<file path="src/verilog/spi_bridge_pkg.sv">
package spi_bridge_pkg;

  // data byte on every path between the blocks
  typedef logic [7:0] byte_t;

  // command opcode as sent by the ESP
  typedef logic [7:0] opcode_t;

  // parser states
  typedef enum logic [1:0] {
    idle,
    read_bytes
  } parser_state_t;

  // parameter bytes still to come
  typedef logic [2:0] param_count_t;

  // bit position inside an SPI byte
  typedef logic [2:0] bit_count_t;

  // opcode values, kept compatible with the ESP firmware
  localparam opcode_t op_get_cookie       = 8'd0;
  localparam opcode_t op_get_version      = 8'd15;
  localparam opcode_t op_set_led          = 8'd26;
  localparam opcode_t op_get_config       = 8'd27;
  localparam opcode_t op_set_spi_ctrl_reg = 8'd29;
  localparam opcode_t op_set_spi_data     = 8'd30;
  localparam opcode_t op_get_spi_data     = 8'd31;

  // true for every opcode the bridge decodes
  function automatic logic opcode_known(opcode_t op);
    case (op)
      op_get_cookie, op_get_version, op_set_led, op_get_config,
      op_set_spi_ctrl_reg, op_set_spi_data, op_get_spi_data: return 1'b1;
      default: return 1'b0;
    endcase
  endfunction

  // number of parameter bytes that follow the opcode
  function automatic param_count_t opcode_params(opcode_t op);
    case (op)
      op_set_led:          return 3'd1;
      op_set_spi_ctrl_reg: return 3'd1;
      op_set_spi_data:     return 3'd1;
      default:             return 3'd0;
    endcase
  endfunction

endpackage

</file>
<file path="src/verilog/spi_slave.sv">
`timescale 1ns/1ps

module spi_slave import spi_bridge_pkg::*; (
  input  logic  clk,
  input  logic  cass_out_sel_n,
  input  logic  sck,
  input  logic  cs_n,
  input  logic  mosi,
  input  byte_t byte_out,
  output logic  miso,
  output byte_t byte_in,
  output logic  byte_received
);

  logic [2:0] sck_r;
  logic [2:0] cs_r;
  logic [1:0] mosi_r;
  bit_count_t bit_cnt;
  byte_t      tx_shift;
  logic       load_pending;

  // pin synchronizers, cs idles high out of reset
  always_ff @(posedge clk or negedge cass_out_sel_n) begin
    if (!cass_out_sel_n) begin
      sck_r  <= 3'b000;
      cs_r   <= 3'b111;
      mosi_r <= 2'b00;
    end else begin
      sck_r  <= {sck_r[1:0], sck};
      cs_r   <= {cs_r[1:0], cs_n};
      mosi_r <= {mosi_r[0], mosi};
    end
  end

  wire sck_rise  = (sck_r[2:1] == 2'b01);
  wire sck_fall  = (sck_r[2:1] == 2'b10);
  wire cs_active = ~cs_r[1];
  // chip select just went active
  wire cs_start  = cs_r[2] & ~cs_r[1];

  always_ff @(posedge clk or negedge cass_out_sel_n) begin
    if (!cass_out_sel_n) begin
      bit_cnt       <= '0;
      byte_in       <= '0;
      byte_received <= 1'b0;
      tx_shift      <= '0;
      load_pending  <= 1'b0;
    end else begin
      byte_received <= 1'b0;
      if (cs_start)
        load_pending <= 1'b1;
      if (!cs_active) begin
        bit_cnt <= '0;
      end else begin
        if (sck_rise) begin
          bit_cnt <= bit_cnt + 3'd1;
          byte_in <= {byte_in[6:0], mosi_r[1]};
          if (bit_cnt == 3'd7) begin
            byte_received <= 1'b1;
            load_pending  <= 1'b1;
          end
        end
        // response byte goes out MSB first
        if (sck_fall) begin
          if (load_pending) begin
            tx_shift     <= byte_out;
            load_pending <= 1'b0;
          end else begin
            tx_shift <= {tx_shift[6:0], 1'b0};
          end
        end
      end
    end
  end

  // held low while deselected
  assign miso = cs_active & tx_shift[7];

endmodule

</file>
<file path="src/verilog/cmd_parser.sv">
`timescale 1ns/1ps

module cmd_parser import spi_bridge_pkg::*; (
  input  logic    clk,
  input  logic    cass_out_sel_n,
  input  byte_t   byte_in,
  input  logic    byte_received,
  output logic    action,
  output opcode_t cmd,
  output byte_t   arg,
  output logic    unknown_cmd
);

  parser_state_t state;
  param_count_t  bytes_to_read;

  always_ff @(posedge clk or negedge cass_out_sel_n) begin
    if (!cass_out_sel_n) begin
      state         <= idle;
      bytes_to_read <= '0;
      cmd           <= op_get_cookie;
      arg           <= '0;
      action        <= 1'b0;
      unknown_cmd   <= 1'b0;
    end else begin
      // both strobes last a single cycle
      action      <= 1'b0;
      unknown_cmd <= 1'b0;

      if (byte_received) begin
        case (state)
          idle: begin
            cmd <= byte_in;
            if (!opcode_known(byte_in)) begin
              // stay in idle, next byte is taken as an opcode
              unknown_cmd <= 1'b1;
            end else if (opcode_params(byte_in) == 3'd0) begin
              action <= 1'b1;
            end else begin
              bytes_to_read <= opcode_params(byte_in);
              state         <= read_bytes;
            end
          end

          read_bytes: begin
            arg <= byte_in;
            if (bytes_to_read == 3'd1) begin
              // last parameter completes the command
              action <= 1'b1;
              state  <= idle;
            end else begin
              bytes_to_read <= bytes_to_read - 3'd1;
            end
          end

          default: begin
            state <= idle;
          end
        endcase
      end
    end
  end

endmodule

</file>
<file path="src/verilog/ctrl_regs.sv">
`timescale 1ns/1ps

module ctrl_regs import spi_bridge_pkg::*; #(
  parameter byte_t      COOKIE        = 8'haf,
  parameter logic [2:0] VERSION_MAJOR = 3'd0,
  parameter logic [4:0] VERSION_MINOR = 5'd3
) (
  input  logic       clk,
  input  logic       cass_out_sel_n,
  input  logic       action,
  input  opcode_t    cmd,
  input  byte_t      arg,
  input  logic       unknown_cmd,
  input  logic [3:0] conf,
  input  byte_t      spi_data,
  output byte_t      byte_out,
  output logic       led_red,
  output logic       led_green,
  output logic       led_blue,
  output logic       led_err
);

  // rgb status leds
  always_ff @(posedge clk or negedge cass_out_sel_n) begin
    if (!cass_out_sel_n) begin
      led_red   <= 1'b0;
      led_green <= 1'b0;
      led_blue  <= 1'b0;
    end else if (action && cmd == op_set_led) begin
      led_red   <= arg[0];
      led_green <= arg[1];
      led_blue  <= arg[2];
    end
  end

  // sticky until the next reset
  always_ff @(posedge clk or negedge cass_out_sel_n) begin
    if (!cass_out_sel_n)
      led_err <= 1'b0;
    else if (unknown_cmd)
      led_err <= 1'b1;
  end

  // readback, shifted out during the following SPI byte
  always_ff @(posedge clk or negedge cass_out_sel_n) begin
    if (!cass_out_sel_n) begin
      byte_out <= '0;
    end else if (action) begin
      case (cmd)
        op_get_cookie:   byte_out <= COOKIE;
        op_get_version:  byte_out <= {VERSION_MAJOR, VERSION_MINOR};
        // dip switches read active low
        op_get_config:   byte_out <= {4'b0000, ~conf};
        op_get_spi_data: byte_out <= spi_data;
        default:         byte_out <= byte_out;
      endcase
    end
  end

endmodule

</file>
<file path="src/verilog/flash_spi_master.sv">
`timescale 1ns/1ps

module flash_spi_master import spi_bridge_pkg::*; #(
  parameter int FLASH_HALF_LOG2 = 3
) (
  input  logic    clk,
  input  logic    cass_out_sel_n,
  input  logic    action,
  input  opcode_t cmd,
  input  byte_t   arg,
  input  logic    flash_so,
  output byte_t   spi_data,
  output logic    flash_cs_n,
  output logic    flash_clk,
  output logic    flash_si
);

  // prescale bits, clock bit, 3 bit index bits and the busy bit on top
  localparam int CNT_W = FLASH_HALF_LOG2 + 5;

  logic             ctrl_sel;
  logic [CNT_W-1:0] counter;
  byte_t            shift_reg;
  logic             sdo;

  wire busy       = counter[CNT_W-1];
  wire half_start = (counter[FLASH_HALF_LOG2-1:0] == '0);

  // control register, only bit 7 (flash select) is wired
  always_ff @(posedge clk or negedge cass_out_sel_n) begin
    if (!cass_out_sel_n)
      ctrl_sel <= 1'b0;
    else if (action && cmd == op_set_spi_ctrl_reg)
      ctrl_sel <= arg[7];
  end

  always_ff @(posedge clk or negedge cass_out_sel_n) begin
    if (!cass_out_sel_n) begin
      counter   <= '0;
      shift_reg <= '0;
      sdo       <= 1'b0;
    end else if (busy) begin
      // wraps to zero after the eighth clock, which ends the transfer
      counter <= counter + 1'b1;
      if (half_start) begin
        if (!counter[FLASH_HALF_LOG2])
          sdo <= shift_reg[7];
        else
          shift_reg <= {shift_reg[6:0], flash_so};
      end
    end else if (action && cmd == op_set_spi_data) begin
      shift_reg <= arg;
      counter   <= {1'b1, {(CNT_W-1){1'b0}}};
    end
  end

  assign spi_data   = shift_reg;
  assign flash_cs_n = ~ctrl_sel;
  assign flash_clk  = counter[FLASH_HALF_LOG2];
  assign flash_si   = sdo;

endmodule

</file>
<file path="src/verilog/spi_bridge_top.sv">
`timescale 1ns/1ps

module spi_bridge_top import spi_bridge_pkg::*; #(
  parameter byte_t      COOKIE          = 8'haf,
  parameter logic [2:0] VERSION_MAJOR   = 3'd0,
  parameter logic [4:0] VERSION_MINOR   = 5'd3,
  parameter int         FLASH_HALF_LOG2 = 3
) (
  input  logic       clk,
  input  logic       cass_out_sel_n,
  input  logic       sck,
  input  logic       cs_n,
  input  logic       mosi,
  input  logic [3:0] conf,
  input  logic       flash_so,
  output logic       miso,
  output logic       led_red,
  output logic       led_green,
  output logic       led_blue,
  output logic       led_err,
  output logic       flash_cs_n,
  output logic       flash_clk,
  output logic       flash_si
);

  byte_t   byte_in;
  byte_t   byte_out;
  logic    byte_received;
  logic    action;
  opcode_t cmd;
  byte_t   arg;
  logic    unknown_cmd;
  byte_t   spi_data;

  // ESP facing slave port
  spi_slave u_spi_slave (
    .clk            (clk),
    .cass_out_sel_n (cass_out_sel_n),
    .sck            (sck),
    .cs_n           (cs_n),
    .mosi           (mosi),
    .byte_out       (byte_out),
    .miso           (miso),
    .byte_in        (byte_in),
    .byte_received  (byte_received)
  );

  cmd_parser u_cmd_parser (
    .clk            (clk),
    .cass_out_sel_n (cass_out_sel_n),
    .byte_in        (byte_in),
    .byte_received  (byte_received),
    .action         (action),
    .cmd            (cmd),
    .arg            (arg),
    .unknown_cmd    (unknown_cmd)
  );

  ctrl_regs #(
    .COOKIE        (COOKIE),
    .VERSION_MAJOR (VERSION_MAJOR),
    .VERSION_MINOR (VERSION_MINOR)
  ) u_ctrl_regs (
    .clk            (clk),
    .cass_out_sel_n (cass_out_sel_n),
    .action         (action),
    .cmd            (cmd),
    .arg            (arg),
    .unknown_cmd    (unknown_cmd),
    .conf           (conf),
    .spi_data       (spi_data),
    .byte_out       (byte_out),
    .led_red        (led_red),
    .led_green      (led_green),
    .led_blue       (led_blue),
    .led_err        (led_err)
  );

  // configuration flash port
  flash_spi_master #(
    .FLASH_HALF_LOG2 (FLASH_HALF_LOG2)
  ) u_flash_spi_master (
    .clk            (clk),
    .cass_out_sel_n (cass_out_sel_n),
    .action         (action),
    .cmd            (cmd),
    .arg            (arg),
    .flash_so       (flash_so),
    .spi_data       (spi_data),
    .flash_cs_n     (flash_cs_n),
    .flash_clk      (flash_clk),
    .flash_si       (flash_si)
  );

endmodule

</file>
<file path="config.mk">
export PLATFORM = sky130hd
export DESIGN_NAME = spi_bridge_top
export DESIGN_NICKNAME = d
export VERILOG_FILES = /design/src/verilog/spi_bridge_pkg.sv /design/src/verilog/spi_slave.sv /design/src/verilog/cmd_parser.sv /design/src/verilog/ctrl_regs.sv /design/src/verilog/flash_spi_master.sv /design/src/verilog/spi_bridge_top.sv
export SDC_FILE = /design/constraint.sdc
export NUM_CORES = 1
export LEC_CHECK = 0
export ABC_AREA = 1
export BUFFER_PORTS_ARGS = -buffer_cell sky130_fd_sc_hd__buf_4
export CAP_MARGIN = 25
export CORE_MARGIN = 5
export CORE_UTILIZATION = 40
export DETAILED_ROUTE_END_ITERATION = 12
export PLACE_DENSITY = 0.54
export SLEW_MARGIN = 20
export SYNTH_ARGS = -nofsm -noshare
export SYNTH_HDL_FRONTEND = slang
export SYNTH_HIERARCHICAL = 1
export SYNTH_SLANG_ARGS = --single-unit
</file>
<file path="constraint.sdc">
create_clock -name clk -period 3.15 [get_ports clk]
set_input_delay 0.63 -clock clk [delete_from_list [all_inputs] [get_ports clk]]
set_output_delay 0.63 -clock clk [all_outputs]
set_load 0.01 [all_outputs]
</file>
==> reports/qor.yml, run 1 <==
die_area_um2: 12100
status: "finished, final reports clean"
synthSimpleGateAreaFrac_pct: 33.0
final_area_um2: 4400
layout_setup_ws_ns: 1.40
synthArstFlopShare_pct: 100
drv_slew: 0
drt_wl_total_mm: 7.66
n_antenna_cell: 0
synth_compound_area_share_pct: 6.39
synth_top_cell_by_area: "dfrtp_1"
synth_area_um2: 4010
setup_viol: 0
arrival_ns: 1.12
ys_seq_area_share_pct: 50.6
post_cts_buffers: 0
synth_seq_cells: 81
cts_num_sinks: 81
yosysUniqueCellTypes: 35
nets: 514
slew-limit-headroom_pct: 50.9
num_vias: 2922
rows: 36
die_h_um: 110
synthAdderAreaFrac_pct: 1.87
rsz0062_at_grt: "no"
gp_congestion: 0.793
start_kind: "register"
dp_hpwl_mm: 5.47
yosysTopAreaCellShare_pct: 48.6
grt_antenna_before_repair: 0
start_util_pct: 41.1
h-tree-depth: 3
critPathMaxStageDelay_ns: 0.58
drt_pass1_iterations: 4
cp.required_ns: 2.52
postSynthAreaPerCell_um2: 8.36
synthXorXnorAreaFrac_pct: 0.655
cts_inserted_buffers: 9
grt_pass1_vias: 2990
syn-num-nets: 496
avgRoutedWirePerCell_um: 12.0
clkLatencyLatePin_ns: 0.35
path_cells: "nor2_1 > buf_4"
yosysWarnings: 6
critical_path.top_delay_family: "flip-flops"
port_buffers: 17
irDropWorstVdd_v: 0.000233
dp_slack_ns: 1.57
netlist_instances: 480
tightest_slew_ns: 0.737
placed_cell_area_um2: 4220
synth_ff_type: "dfrtp_1"
drt_iter0_drc: 151
hold_class: "input port to asynchronous set/reset pin"
hold_viol_final: 0
yosys-top-cells-area: "dfrtp_1, nand2_1, inv_1"
final.min_clock_period_ns: 1.75
path_buf_inv: 1
viasPerCell: 4.59
period_share_pct: 55.5
setup_tns_ns: 0
crit_type: "register to primary output"
cts_resized: 0
synth.area.mux_share_pct: 0
grt_remaining_overflow: 0
p_per_area_nw_per_um2: 469
instances_no_fill: 636
clk_pin_slew_ns: 0.08
fmax_mhz: 572
synth_top_family_by_area: "simple AND/OR/NAND/NOR gates"
p_leak_nw: 2.20
tritoncts: "done"
drive_above_1_share_pct: 16.3
synth_edf_count: 0
finClkSkew_ns: 0.0108
drcViolationCount: 0
grt_usage_pct: 14.3
cp_max_fo: 5
worst_hold_slack_ns: 0.322
grt_max_degree: 82
io_pins: 18
grt_pass1_wl_mm: 13.7
cts_hold_buffers: 0
core-area_um2: 9770
cpMaxStageDelayCell: "dfstp_2"
clock-root-buffer: "clkbuf_8"
dp.cells: 620
worst_setup_path_end_kind: "primary output"
cap_violations: 0
die_x_um: 110
synthToLayoutAreaGrowth_pct: 9.63
clockBufferDepth: 2
ant_nets: 0
[sequential cells by signal, summed over array words and instances, names as in the netlist]
signal	cells
u_flash_spi_master/counter	8
u_flash_spi_master/ctrl_sel	1
u_ctrl_regs/led_green	1
u_spi_slave/tx_shift	8
u_cmd_parser/bytes_to_read	3
u_cmd_parser/cmd	8
u_spi_slave/byte_in	8
u_spi_slave/mosi_r	2
u_cmd_parser/unknown_cmd	1
u_cmd_parser/state	1
u_spi_slave/sck_r	3
u_ctrl_regs/led_blue	1
u_ctrl_regs/led_red	1
u_spi_slave/cs_r	3
u_cmd_parser/action	1
u_ctrl_regs/led_err	1
u_ctrl_regs/byte_out	8
u_spi_slave/bit_cnt	3
u_flash_spi_master/flash_si	1
u_spi_slave/load_pending	1
u_flash_spi_master/spi_data	8
u_spi_slave/byte_received	1
u_cmd_parser/arg	8
[area by class of cell]
cell class	instances	area, µm²
Sequential cell	81	2030
Inverter	54	209
Timing Repair Buffer	17	131
Multi-Input combinational cell	335	1680
Tap cell	133	166
Fill cell	984	5370
Clock inverter	6	43.8
Clock buffer	10	138
[metrics by stage]
step	total power, mW	util, %
finish	2.06	45.0
detailed placement	1.39	43.1
global route	2.19	45.0
CTS	2.10	45.0
global placement	1.39	43.1
floorplan	1.34	-
[worst paths after layout]
check                           cells past startpoint                  start                              to  slack (ns)
worst max-delay path                                2    u_spi_slave/cs_r[1]                            miso        1.40
worst min-delay path                                1         cass_out_sel_n          u_spi_slave/byte_in[5]        0.32
worst max register to register                      8    u_cmd_parser/cmd[5]         u_ctrl_regs/byte_out[2]        1.57
worst min register to register                      0  u_spi_slave/mosi_r[0]           u_spi_slave/mosi_r[1]        0.36
max in group asynchronous                           1         cass_out_sel_n  u_flash_spi_master/spi_data[2]        2.33
min in group clk                                    0  u_spi_slave/mosi_r[0]           u_spi_slave/mosi_r[1]        0.36
[report_power, final]
group / switching, mW / total (mW) / internal (mW)
registers: 0.0642 / 1.16 / 1.09
clock network: 0.387 / 0.695 / 0.307
logic: 0.132 / 0.211 / 0.0790
[Yosys cell counts (8+ instances only)]
library cell / number
nand2_1: 185
dfrtp_1: 78
inv_1: 46
nand3_1: 34
o21ai_0: 21
nor2_1: 20
o21ai_1: 12
nand2_2: 8
[routing by layer]
metal  GRT usage [%]  vias up  share of wire (%)
li1                -     1536                  -
met1            19.1     1354                 49
met2            23.0       23                 47
met3            2.68        9                2.2
met4            5.45        0                1.4
met5               0        -                  0
[cells by family after synthesis]
logic type | count (synthesis)
AOI/OAI and AO/OA | 46
xor gates and xnor gates | 3
adders and majority gates | 6
buffers and inverters | 64
DFF | 81
and+or+nand+nor | 280
[placed cells by master (no fill, tap or decap), types with 8 or more instances in the layout]
cell type,instances
dfrtp_1,78
nand2_2,8
nand3_1,34
o21ai_0,21
inv_1,46
nand2_1,185
nor2_1,20
buf_4,16
o21ai_1,12
clkbuf_8,10
[worst register-to-register path, delay by kind of cell, from the launching register on]
| kind | cells | cell delay (ns) |
|---|---|---|
| and+or+nand+nor | 6 | 0.85 |
| DFF | 1 | 0.41 |
| AOI/OAI and AO/OA | 1 | 0.16 |
| buffers and inverters | 1 | 0.06 |
Note: power is estimated with default switching activity, not from simulation.
==> run 2: changes to the inputs <==
- clock period: 3.15 -> 1.8 ns (I/O delays scaled with it)
==> reports/qor.yml, run 2 (same netlist as run 1, synthesis figures left out) <==
fmax_mhz: 658
hold_class: "input port to register"
die_area_um2: 12100  # unchanged
hold_viol_final: 0  # unchanged
grt_antenna_before_repair: 0  # unchanged
path_buf_inv: 1  # unchanged
cts_resized: 0  # unchanged
p_clk_share_pct: 34.2  # +0.5 points
cp.required_ns: 2.05  # -0.47 ns
crit_type: "register to register"
cpMaxStageDelayCell: "dfrtp_1"
num_vias: 2976  # +1.8%
gp_congestion: 0.784  # -1.1%
nets: 518  # +0.78%
drive_above_1_share_pct: 16.8  # +0.46 points
path_cells: "inv_1 > nand2_1 > nor2_2 > o21ai_1 > nand2_2 > nand2_2 > nand2_1 > nand2_1"
grt_remaining_overflow: 0  # unchanged
power.internal_mw: 2.58  # +74%
critPathMaxStageDelay_ns: 0.41  # -0.17 ns
cap_violations: 0  # unchanged
critical_path.top_delay_family: "simple AND/OR/NAND/NOR gates"
p_per_area_nw_per_um2: 822  # +75%
ff_latch_area_um2: 2030  # unchanged
layout_setup_ws_ns: 0.281  # -1.12 ns
drv_slew: 0  # unchanged
viasPerCell: 4.65  # +1.2%
port_buffers: 17  # unchanged
grt_pass1_wl_mm: 13.7  # -0.15%
setup_viol: 0  # unchanged
arrival_ns: 1.76  # +0.64 ns
seq_power_share_pct: 55.5  # -0.6 points
instances_no_fill: 640  # +0.63%
drt_wl_total_mm: 7.79  # +1.8%
clkLatencyLatePin_ns: 0.35  # about the same
critical_path.startpoint: "u_cmd_parser/cmd[5]"
post_cts_buffers: 0  # unchanged
drt_iter0_drc: 113  # -25%
final_cell_mix: "nand2_1, dfrtp_1, inv_1, nand3_1, o21ai_0"
cp_max_fo: 8  # +3
slew-limit-headroom_pct: 66.3  # +15 points
drcViolationCount: 0  # unchanged
irDropWorstVdd_v: 0.000386  # +65%
switching_share_pct: 29.3  # +1.1 points
p_leak_nw: 2.23  # +1.4%
dp.cells: 623  # +0.48%
setup_tns_ns: 0  # unchanged
clock-root-buffer: "clkbuf_8"
io_pins: 18  # unchanged
cp_common_cell: "nand2_1"
grt_pass1_vias: 2954  # -1.2%
layout_commonest_cell: "nand2_1"
core-area_um2: 9770  # unchanged
die_h_um: 110  # unchanged
ant_nets: 0  # unchanged
h-tree-depth: 3  # unchanged
start_kind: "register"
synthToLayoutAreaGrowth_pct: 10.8
start_util_pct: 41.1  # unchanged
tritoncts: "done"
dp_slack_ns: 0.279  # -1.29 ns
avgRoutedWirePerCell_um: 12.2  # +1.1%
reg2reg_from: "u_cmd_parser/cmd[5]"
finClkSkew_ns: 0.0106  # -0.000209 ns
worst_setup_path_end_kind: "register"
cts_inserted_buffers: 9  # unchanged
rows: 36  # unchanged
placed_cell_area_um2: 4250  # +0.83%
p_sw_mw: 1.07  # +84%
grt_max_degree: 68  # -17%
clockBufferDepth: 2  # unchanged
combinationalPowerShare_pct: 10.2  # about the same
clk_pin_slew_ns: 0.09  # about the same
rsz0062_at_grt: "no"
min_from: "sck"
final.min_clock_period_ns: 1.52
grt_usage_pct: 14.3  # +0.037 points
cts_hold_buffers: 1  # +1
fillers: 977  # -0.71%
period_share_pct: 84.4
cts_num_sinks: 81  # unchanged
drt_pass1_iterations: 4  # unchanged
n_antenna_cell: 0  # unchanged
status: "finished, final reports clean"
multiInputGateArea_um2: 1680  # unchanged
die_x_um: 110  # unchanged
finish.utilization_pct: 45.5  # +0.46 points
dp_hpwl_mm: 5.58  # +2.1%
tightest_slew_ns: 0.505  # -0.232 ns
final_area_um2: 4450  # +1.0%
==> run 2: changes by cell type in the layout (fill, tap and decap cells not counted), sizes merged <==
cell	previous run	this run
buf	17	20
inv	53	56
clkinvlp	4	2
clkbuf	10	9
dlygate4sd3	0	1
==> run 2: routing by layer <==
metal	wire, µm	up-vias	GRT usage, %
met5	0	-	0
met3	218	10	2.68
li1	-	1543	-
met4	119	0	5.01
met2	3630	34	23.1
met1	3830	1389	19.3
==> run 2: metrics by stage <==
| step | power [mW] | hold slack [ns] |
|---|---|---|
| finish | 3.66 | 0.105 |
| global route | 3.86 | 0.0784 |
| CTS | 3.72 | 0.0818 |
| detailed placement | 2.45 | 0.244 |
| global placement | 2.44 | 0.238 |
| floorplan | 2.34 | 0.0644 |
==> run 2: cell type report <==
| cell class | instances | area share [%] |
|---|---|---|
| Sequential cell | 81 | 45.7 |
| Multi-Input combinational cell | 335 | 37.8 |
| Inverter | 54 | 4.70 |
| Timing Repair Buffer | 21 | 3.88 |
| Tap cell | 133 | 3.74 |
| Clock buffer | 9 | 2.79 |
| Clock inverter | 7 | 1.38 |
==> run 2: path summary, 6_finish.rpt <==
path	cells after the start	slack, ns	end
setup / recovery	8	0.28	u_ctrl_regs/byte_out[2]
setup reg to reg	8	0.28	u_ctrl_regs/byte_out[2]
hold reg to reg	0	0.36	u_spi_slave/sck_r[1]
min in group asynchronous	2	0.40	u_flash_spi_master/counter[5]
hold / removal	1	0.10	u_spi_slave/sck_r[0]
max in group asynchronous	3	0.75	u_spi_slave/cs_r[2]
==> run 2: power groups by stage <==
stage / Clock [mW] / Combinational [mW] / Sequential [mW]
global route: 1.37 / 0.440 / 2.05
finish: 1.25 / 0.375 / 2.03
global placement: 0 / 0.376 / 2.06
detailed placement: 0 / 0.382 / 2.07
CTS: 1.31 / 0.385 / 2.03
floorplan: 0 / 0.321 / 2.02
==> run 3: changes to the inputs <==
- PLACE_DENSITY: 0.54 -> 0.56
- clock period: 1.8 -> 1.3 ns (I/O delays scaled with it)
==> reports/qor.yml, run 3 (same netlist as run 1, synthesis figures left out) <==
status: "finished with violations"
violations: "setup timing"
p_per_area_nw_per_um2: 1130  # +37%
critPathMaxStageDelay_ns: 0.42  # about the same
gp_congestion: 0.775  # -1.1%
grt_max_degree: 29  # -57%
clk_pin_slew_ns: 0.09  # about the same
grt_usage_pct: 14.4  # +0.14 points
io_pins: 18  # unchanged
cp_max_fo: 8  # unchanged
irDropWorstVdd_v: 0.000586  # +52%
grt_antenna_before_repair: 0  # unchanged
setup_viol: 9  # +9
tightest_slew_ns: 0.402  # -0.103 ns
fillers: 953  # -2.5%
synthToLayoutAreaGrowth_pct: 25.5
die_area_um2: 12100  # unchanged
grt_pass1_wl_mm: 13.8  # +1.3%
layout_setup_ws_ns: -0.0527  # -0.333 ns
finClkSkew_ns: 0.0141  # +0.00346 ns
h-tree-depth: 3  # unchanged
clock-root-buffer: "clkbuf_8"
die_h_um: 110  # unchanged
met1Wirelength_mm: 3.94  # +3.0%
drive_above_1_share_pct: 30.2  # +13 points
avgRoutedWirePerCell_um: 11.9  # -2.0%
final.min_clock_period_ns: 1.35  # -0.167 ns
drt_wl_total_mm: 8.07  # +3.5%
fmax_mhz: 739  # +12%
cpMaxStageDelayCell: "dfrtp_1"
route.met2.wl_mm: 3.88  # +7.0%
grt_pass1_vias: 2938  # -0.54%
tritoncts: "done"
drcViolationCount: 0  # unchanged
finish.utilization_pct: 51.5  # +6.1 points
viasPerCell: 4.63  # -0.39%
grt_remaining_overflow: 0  # unchanged
final_cell_mix: "nand2_1, dfrtp_1, buf_4, inv_1, nand3_1"
rows: 36  # unchanged
ant_nets: 0  # unchanged
drt_iter0_drc: 111  # -1.8%
arrival_ns: 1.58  # -0.18 ns
core-area_um2: 9770  # unchanged
die_x_um: 110  # unchanged
drv_slew: 0  # unchanged
clockBufferDepth: 2  # unchanged
period_share_pct: 104  # +20 points
clkLatencyLatePin_ns: 0.34  # about the same
start_kind: "register"
rsz0062_at_grt: "yes"
worst_setup_path_end_kind: "register"
cp_common_cell: "nand2_4"
cap_violations: 0  # unchanged
p_leak_nw: 2.50  # +12%
highest_layer: "met4"
n_antenna_cell: 0  # unchanged
cts_num_sinks: 81  # unchanged
hold_viol_final: 0  # unchanged
nets: 554  # +6.9%
cp.required_ns: 1.52  # -0.53 ns
met3WireLength_um: 159  # -27%
slew-limit-headroom_pct: 73.2  # +6.8 points
cts_inserted_buffers: 9  # unchanged
num_vias: 3131  # +5.2%
finalPower_mw: 5.67  # +55%
start_util_pct: 41.1  # unchanged
crit_type: "register to register"
hold_class: "input port to register"
path_cells: "inv_2 > ha_4 > nand2_4 > o21ai_4 > nand2_8 > nand2_4 > nand2_2"
layout_commonest_cell: "nand2_1"
drt_pass1_iterations: 4  # unchanged
port_buffers: 17  # unchanged
dp_hpwl_mm: 5.66  # +1.4%
[run 3: final timing paths]
kind                                               start                              to  slack (ns)  depth (start not counted)
min                                                 mosi           u_spi_slave/mosi_r[0]        0.03                          1
max                        u_flash_spi_master/counter[1]  u_flash_spi_master/spi_data[7]       -0.05                          7
max in group asynchronous                 cass_out_sel_n             u_cmd_parser/cmd[0]        0.44                          3
min in group asynchronous                 cass_out_sel_n             u_cmd_parser/cmd[6]        0.39                          2
max reg2reg                u_flash_spi_master/counter[1]  u_flash_spi_master/spi_data[7]       -0.05                          7
min reg2reg                        u_spi_slave/mosi_r[0]           u_spi_slave/mosi_r[1]        0.36                          0
[run 3: metal layers]
metal	global-route usage, %	vias to the layer above
met2	22.7	31
met1	20.3	1473
met5	0	-
met4	4.49	0
met3	2.62	6
li1	-	1621
[run 3: cell type report]
| class | count | area, µm² | share of cell area [%] |
|---|---|---|---|
| clock buffers | 11 | 131 | 2.61 |
| clock inverters | 5 | 104 | 2.06 |
| inverters | 54 | 211 | 4.20 |
| multi-input cells | 335 | 1880 | 37.3 |
| flip-flops and latches | 81 | 2030 | 40.4 |
| well taps | 133 | 166 | 3.30 |
| repair buffers | 57 | 513 | 10.2 |
[run 3: power breakdown]
group | switching [mW] | total (mW) | leakage [nW] | internal [mW]
logic | 0.437 | 0.735 | 1.32 | 0.297
clock network | 0.890 | 2.17 | 0.118 | 1.28
registers | 0.110 | 2.76 | 1.06 | 2.65
[run 3: stage by stage]
stage / TNS [ns] / setup WS [ns] / area, µm² / std cells / hold WS, ns
floorplan: 0 / 0.0165 / 4010 / 480 / -0.0356
global placement: -0.0145 / -0.00806 / 4440 / 645 / 0.221
detailed placement: -0.0445 / -0.00923 / 4440 / 645 / 0.225
CTS: -0.0296 / -0.0296 / 4780 / 669 / 0.00827
global route: -2.88 / -0.155 / 5040 / 676 / 0.00132
finish: -0.313 / -0.0527 / 5040 / 676 / 0.0312
[run 3: critical path: cells and delay by family, from the launching register on]
kind	cells	cell delay [ns]
and+or+nand+nor	4	0.30
AOI/OAI and AO/OA	1	0.28
DFF	1	0.42
buffers and inverters	1	0.09
adders and majority gates	1	0.14
[run 3: timing repair]
action / 4_1_cts / 5_1_grt
pin swaps: 3 / 26
endpoints found under the setup margin: 16 / 32
buffers inserted: 5 / 7
gates cloned: 0 / 0
hold endpoints to repair: 23 / 0
resized for setup: 4 / 60
hold buffers: 3 / 0
